**src/rtl/lcd_pkg.sv**
```systemverilog
package lcd_pkg;

  // panel command codes for the 8080 write bus
  // column address set, takes start and end column as two bytes each
  localparam logic [7:0] cmd_column_set   = 8'h2A;
  // page address set, same layout for rows
  localparam logic [7:0] cmd_page_set     = 8'h2B;
  // memory write, pixel data follows until csx goes high
  localparam logic [7:0] cmd_memory_write = 8'h2C;

  // what a word means to the splitter
  // command and param carry one byte, pixel carries two
  typedef enum logic [1:0] {
    kind_command = 2'd0,
    kind_param   = 2'd1,
    kind_pixel   = 2'd2
  } word_kind_t;

  // word handed from the sequencer to the splitter
  // a command or parameter sits in value[7:0]
  // a pixel uses all 16 bits, rgb565 style
  typedef struct packed {
    word_kind_t  kind;
    logic [15:0] value;
  } lcd_word_t;

  // one byte on the bus with its data/command select
  // dc low marks a command byte, dc high marks data
  typedef struct packed {
    logic       dc;
    logic [7:0] data;
  } lcd_byte_t;

endpackage

```
**src/rtl/tick_divider.sv**
```systemverilog
`timescale 1ns/1ps

module tick_divider #(
  parameter int TICK_DIV    = 4,
  parameter int HEART_TICKS = 16
) (
  input  logic hwclk,
  input  logic reset,
  output logic tick,
  output logic heartbeat
);

  // counter widths, at least one bit even for a divide of one
  localparam int CW = (TICK_DIV > 1) ? $clog2(TICK_DIV) : 1;
  localparam int HW = (HEART_TICKS > 1) ? $clog2(HEART_TICKS) : 1;

  logic [CW-1:0] cyc_cnt;
  logic [HW-1:0] tick_cnt;

  // tick fires on the last cycle of each divide period
  assign tick = (cyc_cnt == CW'(TICK_DIV - 1));

  always_ff @(posedge hwclk or posedge reset) begin
    if (reset) begin
      cyc_cnt   <= '0;
      tick_cnt  <= '0;
      heartbeat <= 1'b0;
    end else begin
      // cycle counter wraps at the end of each period
      if (tick) begin
        cyc_cnt <= '0;
      end else begin
        cyc_cnt <= cyc_cnt + 1'b1;
      end
      // heartbeat flips once every HEART_TICKS ticks
      if (tick) begin
        if (tick_cnt == HW'(HEART_TICKS - 1)) begin
          tick_cnt  <= '0;
          heartbeat <= ~heartbeat;
        end else begin
          tick_cnt <= tick_cnt + 1'b1;
        end
      end
    end
  end

endmodule

```
**src/rtl/fill_sequencer.sv**
```systemverilog
`timescale 1ns/1ps

module fill_sequencer #(
  parameter int WIN_W = 3,
  parameter int WIN_H = 2
) (
  input  logic              hwclk,
  input  logic              reset,
  input  logic [20:0]       pb,
  input  logic              splitter_busy,
  output logic              word_strobe,
  output lcd_pkg::lcd_word_t word,
  output logic              active
);

  import lcd_pkg::*;

  // last column and last page, sent as the window end address
  localparam logic [15:0] COL_END  = 16'(WIN_W - 1);
  localparam logic [15:0] PAGE_END = 16'(WIN_H - 1);
  // pixel count in 32 bits, wide enough for a 65535 square window
  localparam logic [31:0] PIX_TOTAL = 32'(WIN_W) * 32'(WIN_H);
  localparam logic [31:0] PIX_LAST  = PIX_TOTAL - 32'd1;

  typedef enum logic [2:0] {
    st_idle,
    st_col_cmd,
    st_col_param,
    st_page_cmd,
    st_page_param,
    st_mem_cmd,
    st_pixel
  } state_t;

  state_t      state;
  logic [16:0] pb_meta;
  logic [16:0] pb_sync;
  logic        start_prev;
  logic        press;
  logic [1:0]  param_idx;
  logic [31:0] pix_cnt;
  logic [15:0] colour;

  // parameter byte order is start hi, start lo, end hi, end lo
  // window always starts at zero
  function automatic logic [7:0] param_byte(input logic [15:0] last, input logic [1:0] idx);
    case (idx)
      2'd2:    param_byte = last[15:8];
      2'd3:    param_byte = last[7:0];
      default: param_byte = 8'h00;
    endcase
  endfunction

  // two flop synchroniser for the start button and the colour switches
  always_ff @(posedge hwclk or posedge reset) begin
    if (reset) begin
      pb_meta    <= '0;
      pb_sync    <= '0;
      start_prev <= 1'b0;
    end else begin
      pb_meta    <= pb[16:0];
      pb_sync    <= pb_meta;
      start_prev <= pb_sync[0];
    end
  end

  // rising edge of the synchronised start button
  assign press = pb_sync[0] & ~start_prev;

  // hand a word over whenever the splitter is free
  assign active      = (state != st_idle);
  assign word_strobe = active && !splitter_busy;

  // word for the current step
  always_comb begin
    word = '{kind: kind_command, value: 16'h0000};
    case (state)
      st_col_cmd:    word = '{kind: kind_command, value: {8'h00, cmd_column_set}};
      st_col_param:  word = '{kind: kind_param, value: {8'h00, param_byte(COL_END, param_idx)}};
      st_page_cmd:   word = '{kind: kind_command, value: {8'h00, cmd_page_set}};
      st_page_param: word = '{kind: kind_param, value: {8'h00, param_byte(PAGE_END, param_idx)}};
      st_mem_cmd:    word = '{kind: kind_command, value: {8'h00, cmd_memory_write}};
      st_pixel:      word = '{kind: kind_pixel, value: colour};
      default:       word = '{kind: kind_command, value: 16'h0000};
    endcase
  end

  // colour is taken at the press and held for the whole fill
  always_ff @(posedge hwclk) begin
    if (state == st_idle && press) begin
      colour <= pb_sync[16:1];
    end
  end

  always_ff @(posedge hwclk or posedge reset) begin
    if (reset) begin
      state     <= st_idle;
      param_idx <= 2'd0;
      pix_cnt   <= 32'd0;
    end else begin
      case (state)
        st_idle: begin
          // presses during a fill never reach this branch
          if (press) begin
            state <= st_col_cmd;
          end
        end
        st_col_cmd: begin
          if (word_strobe) begin
            state     <= st_col_param;
            param_idx <= 2'd0;
          end
        end
        st_col_param: begin
          if (word_strobe) begin
            param_idx <= param_idx + 2'd1;
            if (param_idx == 2'd3) begin
              state <= st_page_cmd;
            end
          end
        end
        st_page_cmd: begin
          if (word_strobe) begin
            state     <= st_page_param;
            param_idx <= 2'd0;
          end
        end
        st_page_param: begin
          if (word_strobe) begin
            param_idx <= param_idx + 2'd1;
            if (param_idx == 2'd3) begin
              state <= st_mem_cmd;
            end
          end
        end
        st_mem_cmd: begin
          if (word_strobe) begin
            state   <= st_pixel;
            pix_cnt <= 32'd0;
          end
        end
        st_pixel: begin
          // active drops once the last pixel word is handed over
          if (word_strobe) begin
            if (pix_cnt == PIX_LAST) begin
              state <= st_idle;
            end else begin
              pix_cnt <= pix_cnt + 32'd1;
            end
          end
        end
        default: state <= st_idle;
      endcase
    end
  end

endmodule

```
**src/rtl/pixel_splitter.sv**
```systemverilog
`timescale 1ns/1ps

module pixel_splitter (
  input  logic               hwclk,
  input  logic               reset,
  input  logic               word_strobe,
  input  lcd_pkg::lcd_word_t word,
  input  logic               writer_busy,
  output logic               splitter_busy,
  output logic               byte_strobe,
  output lcd_pkg::lcd_byte_t bus_byte
);

  import lcd_pkg::*;

  lcd_word_t word_q;
  logic      held;
  // set once the high byte of a pixel has gone out
  logic      lo_pending;

  assign splitter_busy = held;
  // pass a byte on as soon as the writer is free
  assign byte_strobe   = held && !writer_busy;

  // byte for the current half of the held word
  always_comb begin
    case (word_q.kind)
      kind_command: bus_byte = '{dc: 1'b0, data: word_q.value[7:0]};
      kind_pixel: begin
        // high byte first
        if (lo_pending) begin
          bus_byte = '{dc: 1'b1, data: word_q.value[7:0]};
        end else begin
          bus_byte = '{dc: 1'b1, data: word_q.value[15:8]};
        end
      end
      default:      bus_byte = '{dc: 1'b1, data: word_q.value[7:0]};
    endcase
  end

  always_ff @(posedge hwclk) begin
    if (word_strobe) begin
      word_q <= word;
    end
  end

  always_ff @(posedge hwclk or posedge reset) begin
    if (reset) begin
      held       <= 1'b0;
      lo_pending <= 1'b0;
    end else begin
      if (word_strobe) begin
        held <= 1'b1;
      end
      if (byte_strobe) begin
        if (word_q.kind == kind_pixel && !lo_pending) begin
          lo_pending <= 1'b1;
        end else begin
          // word fully sent, free the slot
          held       <= 1'b0;
          lo_pending <= 1'b0;
        end
      end
    end
  end

  // sequencer must wait for the slot to clear
  word_while_busy: assert property (@(posedge hwclk) disable iff (reset)
    word_strobe |-> !splitter_busy);

endmodule

```
**src/rtl/bus_writer.sv**
```systemverilog
`timescale 1ns/1ps

module bus_writer (
  input  logic               hwclk,
  input  logic               reset,
  input  logic               tick,
  input  logic               byte_strobe,
  input  lcd_pkg::lcd_byte_t bus_byte,
  output logic               writer_busy,
  output logic               byte_done,
  output logic               csx,
  output logic               wrx,
  output logic               dcx,
  output logic [7:0]         data
);

  import lcd_pkg::*;

  // empty, byte waiting for its first tick, wrx low waiting to rise
  typedef enum logic [1:0] {
    wr_empty,
    wr_loaded,
    wr_strobe
  } wr_state_t;

  wr_state_t state;
  lcd_byte_t byte_q;

  assign writer_busy = (state != wr_empty);

  always_ff @(posedge hwclk) begin
    if (byte_strobe) begin
      byte_q <= bus_byte;
    end
  end

  always_ff @(posedge hwclk or posedge reset) begin
    if (reset) begin
      state     <= wr_empty;
      csx       <= 1'b1;
      wrx       <= 1'b1;
      dcx       <= 1'b0;
      data      <= 8'h00;
      byte_done <= 1'b0;
    end else begin
      byte_done <= 1'b0;
      case (state)
        wr_empty: begin
          // no byte on this tick, release chip select
          if (tick) begin
            csx <= 1'b1;
          end
          if (byte_strobe) begin
            state <= wr_loaded;
          end
        end
        wr_loaded: begin
          // first tick puts the byte on the pins and pulls wrx low
          if (tick) begin
            dcx   <= byte_q.dc;
            data  <= byte_q.data;
            csx   <= 1'b0;
            wrx   <= 1'b0;
            state <= wr_strobe;
          end
        end
        wr_strobe: begin
          // panel latches on this rising edge of wrx
          if (tick) begin
            wrx       <= 1'b1;
            byte_done <= 1'b1;
            state     <= wr_empty;
          end
        end
        default: state <= wr_empty;
      endcase
    end
  end

  // write strobe only ever inside a chip select window
  wrx_needs_csx: assert property (@(posedge hwclk) disable iff (reset)
    !wrx |-> !csx);

  // splitter must hold its byte while the writer is full
  byte_while_busy: assert property (@(posedge hwclk) disable iff (reset)
    byte_strobe |-> !writer_busy);

endmodule

```
**src/rtl/status_display.sv**
```systemverilog
`timescale 1ns/1ps

module status_display (
  input  logic       hwclk,
  input  logic       reset,
  input  logic       byte_done,
  output logic [7:0] ss7,
  output logic [7:0] ss6,
  output logic [7:0] ss5,
  output logic [7:0] ss4,
  output logic [7:0] ss3,
  output logic [7:0] ss2,
  output logic [7:0] ss1,
  output logic [7:0] ss0
);

  // total bytes written to the panel since reset
  logic [31:0] byte_count;

  // hex digit to segments, gfedcba active high, dot off
  function automatic logic [7:0] hex_seg(input logic [3:0] nib);
    case (nib)
      4'h0: hex_seg = 8'h3F;
      4'h1: hex_seg = 8'h06;
      4'h2: hex_seg = 8'h5B;
      4'h3: hex_seg = 8'h4F;
      4'h4: hex_seg = 8'h66;
      4'h5: hex_seg = 8'h6D;
      4'h6: hex_seg = 8'h7D;
      4'h7: hex_seg = 8'h07;
      4'h8: hex_seg = 8'h7F;
      4'h9: hex_seg = 8'h6F;
      4'hA: hex_seg = 8'h77;
      4'hB: hex_seg = 8'h7C;
      4'hC: hex_seg = 8'h39;
      4'hD: hex_seg = 8'h5E;
      4'hE: hex_seg = 8'h79;
      default: hex_seg = 8'h71;
    endcase
  endfunction

  always_ff @(posedge hwclk or posedge reset) begin
    if (reset) begin
      byte_count <= 32'd0;
    end else if (byte_done) begin
      byte_count <= byte_count + 32'd1;
    end
  end

  // ss7 is the most significant digit
  assign ss7 = hex_seg(byte_count[31:28]);
  assign ss6 = hex_seg(byte_count[27:24]);
  assign ss5 = hex_seg(byte_count[23:20]);
  assign ss4 = hex_seg(byte_count[19:16]);
  assign ss3 = hex_seg(byte_count[15:12]);
  assign ss2 = hex_seg(byte_count[11:8]);
  assign ss1 = hex_seg(byte_count[7:4]);
  assign ss0 = hex_seg(byte_count[3:0]);

endmodule

```
**src/rtl/board_top.sv**
```systemverilog
`timescale 1ns/1ps

module board_top #(
  parameter int TICK_DIV    = 4,
  parameter int HEART_TICKS = 16,
  parameter int WIN_W       = 3,
  parameter int WIN_H       = 2
) (
  input  logic        hwclk,
  input  logic        reset,
  input  logic [20:0] pb,
  output logic [7:0]  left,
  output logic [7:0]  right,
  output logic [7:0]  ss7,
  output logic [7:0]  ss6,
  output logic [7:0]  ss5,
  output logic [7:0]  ss4,
  output logic [7:0]  ss3,
  output logic [7:0]  ss2,
  output logic [7:0]  ss1,
  output logic [7:0]  ss0,
  output logic        red,
  output logic        green,
  output logic        blue
);

  import lcd_pkg::*;

  logic      tick;
  logic      heartbeat;
  logic      word_strobe;
  lcd_word_t word;
  logic      active;
  logic      splitter_busy;
  logic      byte_strobe;
  lcd_byte_t bus_byte;
  logic      writer_busy;
  logic      byte_done;
  logic      csx;
  logic      wrx;
  logic      dcx;
  logic [7:0] data;

  // bus pacing and heartbeat
  tick_divider #(.TICK_DIV(TICK_DIV), .HEART_TICKS(HEART_TICKS)) tick_i (
    .hwclk(hwclk), .reset(reset), .tick(tick), .heartbeat(heartbeat));

  // start button, colour switches and the fill command stream
  fill_sequencer #(.WIN_W(WIN_W), .WIN_H(WIN_H)) seq_i (
    .hwclk(hwclk), .reset(reset), .pb(pb), .splitter_busy(splitter_busy),
    .word_strobe(word_strobe), .word(word), .active(active));

  pixel_splitter split_i (
    .hwclk(hwclk), .reset(reset), .word_strobe(word_strobe), .word(word),
    .writer_busy(writer_busy), .splitter_busy(splitter_busy),
    .byte_strobe(byte_strobe), .bus_byte(bus_byte));

  // 8080 write cycle onto the pins
  bus_writer writer_i (
    .hwclk(hwclk), .reset(reset), .tick(tick), .byte_strobe(byte_strobe),
    .bus_byte(bus_byte), .writer_busy(writer_busy), .byte_done(byte_done),
    .csx(csx), .wrx(wrx), .dcx(dcx), .data(data));

  status_display status_i (
    .hwclk(hwclk), .reset(reset), .byte_done(byte_done),
    .ss7(ss7), .ss6(ss6), .ss5(ss5), .ss4(ss4),
    .ss3(ss3), .ss2(ss2), .ss1(ss1), .ss0(ss0));

  // left[0] dcx, left[1] csx, left[2] rdx held high, left[4] wrx
  assign left  = {3'b000, wrx, 1'b0, 1'b1, csx, dcx};
  assign right = data;
  assign red   = heartbeat;
  assign green = active;
  assign blue  = 1'b0;

endmodule

```
**config.mk**
```make
export PLATFORM = sky130hd
export DESIGN_NAME = board_top
export DESIGN_NICKNAME = d
export VERILOG_FILES = /design/src/rtl/lcd_pkg.sv /design/src/rtl/tick_divider.sv /design/src/rtl/fill_sequencer.sv /design/src/rtl/pixel_splitter.sv /design/src/rtl/bus_writer.sv /design/src/rtl/status_display.sv /design/src/rtl/board_top.sv
export SDC_FILE = /design/constraint.sdc
export NUM_CORES = 1
export LEC_CHECK = 0
export BUFFER_PORTS_ARGS = -buffer_cell sky130_fd_sc_hd__buf_2
export CORE_ASPECT_RATIO = 0.9
export CORE_MARGIN = 1
export CORE_UTILIZATION = 39
export DETAILED_ROUTE_END_ITERATION = 10
export PLACE_DENSITY = 0.55
export RECOVER_POWER = 25
export SETUP_SLACK_MARGIN = 0.05
export SKIP_LAST_GASP = 1
export SYNTH_ARGS = -nofsm -noshare
export SYNTH_HDL_FRONTEND = slang
export SYNTH_SLANG_ARGS = --single-unit
```
**constraint.sdc**
```tcl
create_clock -name hwclk -period 5.3 [get_ports hwclk]
set_input_delay 0.53 -clock hwclk [delete_from_list [all_inputs] [get_ports hwclk]]
set_output_delay 0.53 -clock hwclk [all_outputs]
set_load 0.005 [all_outputs]
```
==> results.py <==
metrics = {
    "place": {
        "dpl.hpwl_um": 12000,
        "place_ws_ps": 2540,
        "routabilityCongestion": 0.793,
        "portBuffers": 87,
    },
    "worst_setup_path": {
        "slowest_stage": "clkinvlp_2",
        "critPathBufInv": 3,
        "critPathRequiredTime_ps": 5800,
        "end_kind": "async pin",
        "crit_arrival_ps": 3480,
        "cp_top_family": "buffers and inverters",
        "max_stage_delay_ps": 1990,
        "cp-start-kind": "primary input",
        "cp_max_fo": 83,
        "worstPathCellList": "buf_2, clkinvlp_2, buf_4",
        "critPathKind": "in2async",
    },
    "cts": {
        "clk_latency_ps": 430,
        "cts_hold_buf": 0,
        "ctsResizeCount": 0,
        "tritoncts": "built",
        "clock-sinks": 170,
        "cts-root-buf": "clkbuf_16",
        "cts_buffers": 17,
        "h-tree-depth": 4,
        "clk_pin_slew_worst_paths_ps": 60,
        "clockBufferDepth": 2,
        "postCtsSetupBuffers": 0,
    },
    "timing": {
        "hold_viol_final": 0,
        "setup_slack_ps": 2320,
        "rsz0062_at_grt": "false",
        "fin_crit_sh_pct": 56.2,
        "maxSlewViolCount": 84,
        "fmax_ghz": 0.335,
        "relSlewSlack_pct": -140,
        "setup-tns-final_ps": 0,
        "worst_pin_slew_ps": 3580,
        "min_period_ps": 2980,
        "fin_worst_skew_ps": 13.4,
        "holdWs_ps": 212,
        "setup-violations-final": 0,
    },
    "grt": {
        "grt_max_degree": 84,
        "grt_pass1_wl_um": 29900,
        "grt_usage_pct": 15.4,
        "grt_overflow": 0,
        "grt_pass1_vias": 5852,
        "antenna_found_initial": 2,
    },
    "power": {
        "p_per_area_mw_per_mm2": 298,
        "ir_drop_mv": 0.216,
        "leakage_uw": 0.00419,
        "p_total_uw": 3060,
    },
    "floorplan": {
        "core_area_mm2": 0.0227,
        "die_height_um": 147,
        "rows": 52,
        "die-width_um": 163,
        "die_area_mm2": 0.0240,
        "pin_count": 106,
        "start_util_pct": 40.2,
    },
    "yosys": {
        "synth_edf_count": 43,
        "yosys.area.top_type_share_pct": 34.3,
        "ys.flop_type": "dfrtp_1",
        "synth_most_common_cell": "dfrtp_1",
        "yosys-top-cells-area": "dfrtp_1 34%, edfxtp_1 14%, ha_1 8.6%, xnor2_1 3.6%, nand2_1 3.2%",
        "syn_area_mm2": 0.00912,
        "async_flop_share_pct": 74.7,
        "ys_types": 57,
        "yosys.area.top_type": "dfrtp_1",
        "synthCells": 884,
        "avgSynthCellArea_um2": 10.3,
        "synth_seq_cells": 170,
        "synth_common_cells": "125 x dfrtp_1, 78 x nand2_1, 63 x ha_1, 57 x o21ai_0, 50 x inv_1",
        "ys_seq_area_share_pct": 49.0,
        "yosys_warnings": 0,
    },
    "detailed_routing": {
        "route.detailed.wl_per_inst_um": 13.9,
        "drtIter0Drc": 387,
        "ant_nets": 0,
        "drcViolationCount": 0,
        "drtPass1Iterations": 4,
        "vias": 6276,
        "viasPerCell": 5.00,
        "routed_wirelength_um": 17400,
    },
    "run_status": {
        "outcome": "finished with violations",
        "violations": "capacitance limit, slew limit",
    },
    "run": {
        "cap_violations": 1,
    },
    "finish": {
        "drive_gt1_share_pct": 17.4,
        "area_growth_syn_to_layout_pct": 12.5,
        "layout.nets": 1029,
    },
    "min_path": {
        "min_path_type": "in2reg",
    },
}
## cell usage in the layout, fill, tap and decap left out, drive strengths merged, types with 8 or more instances in the layout
cell type | Yosys | routed
or3 | 13 | 13
clkbuf | 38 | 20
or2 | 12 | 12
and3 | 16 | 16
nor4 | 12 | 12
conb | 2 | 14
a21oi | 49 | 49
nor2b | 12 | 12
o31ai | 11 | 11
nand3 | 29 | 29
xnor2 | 38 | 38
dfrtp | 125 | 125
inv | 50 | 52
nand4 | 23 | 23
nor2 | 38 | 38
or4 | 14 | 14
nand2b | 8 | 8
nand2 | 78 | 78
ha | 63 | 63
o21ai | 57 | 57
mux2 | 21 | 21
buf | 26 | 92
nor3 | 17 | 17
edfxtp | 43 | 43
mux2i | 14 | 14
## per-layer routing
| metal | routed length, um | global-route usage (%) | up-vias |
|---|---|---|---|
| met1 | 9090 | 23.4 | 2950 |
| met2 | 7390 | 21.5 | 95 |
| met4 | 170 | 4.39 | 2 |
| met3 | 788 | 3.84 | 18 |
| li1 | - | - | 3211 |
| met5 | 13 | 0 | - |
## metrics by stage
step	utilization [%]	area, um^2	cells
finish	45.2	10300	1255
global route	45.2	10300	1253
CTS	45.2	10300	1253
detailed placement	42.7	9710	1221
global placement	42.7	9710	1221
floorplan	-	9170	896
## registers in the layout, indices dropped and copies added, names as in the netlist, 2 cells and up
name and count:
seq_i.pix_cnt 32, status_i.byte_count 32, split_i.word_q 18, seq_i.pb_meta 17, seq_i.pb_sync 17, seq_i.colour 16, writer_i.byte_q 9, writer_i.data 8
tick_i.tick_cnt 4, seq_i.state 3, seq_i.param_idx 2, tick_i.cyc_cnt 2, writer_i.state 2
## cells by family (layout without fill, tap and decap cells)
kind of cell	after synthesis	in the layout	synth area share, %
other cells	2	16	0.0823
flops	170	170	49.0
simple gates	295	295	17.2
buf+inv	114	174	5.50
fa+ha+maj	63	63	8.64
mux	39	39	5.12
compound gates	159	159	10.3
xor+xnor	42	42	4.11
## layout make-up
class                   count  area, um^2
diodes                      2        5.00
clock buffers              20         458
clock inverters            12        92.6
fillers                  2161       12400
inverters                  50         189
multi-input cells         612        4200
flip-flops and latches    170        4470
well taps                 297         372
repair buffers             92         473
## report_power, final
| part | internal [uW] | total, uW | switching [uW] | leakage (uW) |
|---|---|---|---|---|
| logic | 179 | 394 | 216 | 0.00193 |
| clock network | 634 | 1150 | 520 | 0.000269 |
| registers | 1400 | 1510 | 105 | 0.00199 |
| total | 2220 | 3060 | 841 | 0.00419 |
## final timing paths
path,from,end,slack [ps],depth (start not counted)
setup / recovery,reset,writer_i.dcx,2320,3
hold / removal,pb[5],seq_i.pb_meta[5],210,1
setup reg to reg,seq_i.state[1],seq_i.pix_cnt[22],2530,4
hold reg to reg,seq_i.pb_meta[11],seq_i.pb_sync[11],340,0
max in group hwclk,seq_i.state[1],seq_i.pix_cnt[22],2530,4
min in group asynchronous,reset,seq_i.pix_cnt[15],1170,2
Note: power is estimated with default switching activity, not from simulation.
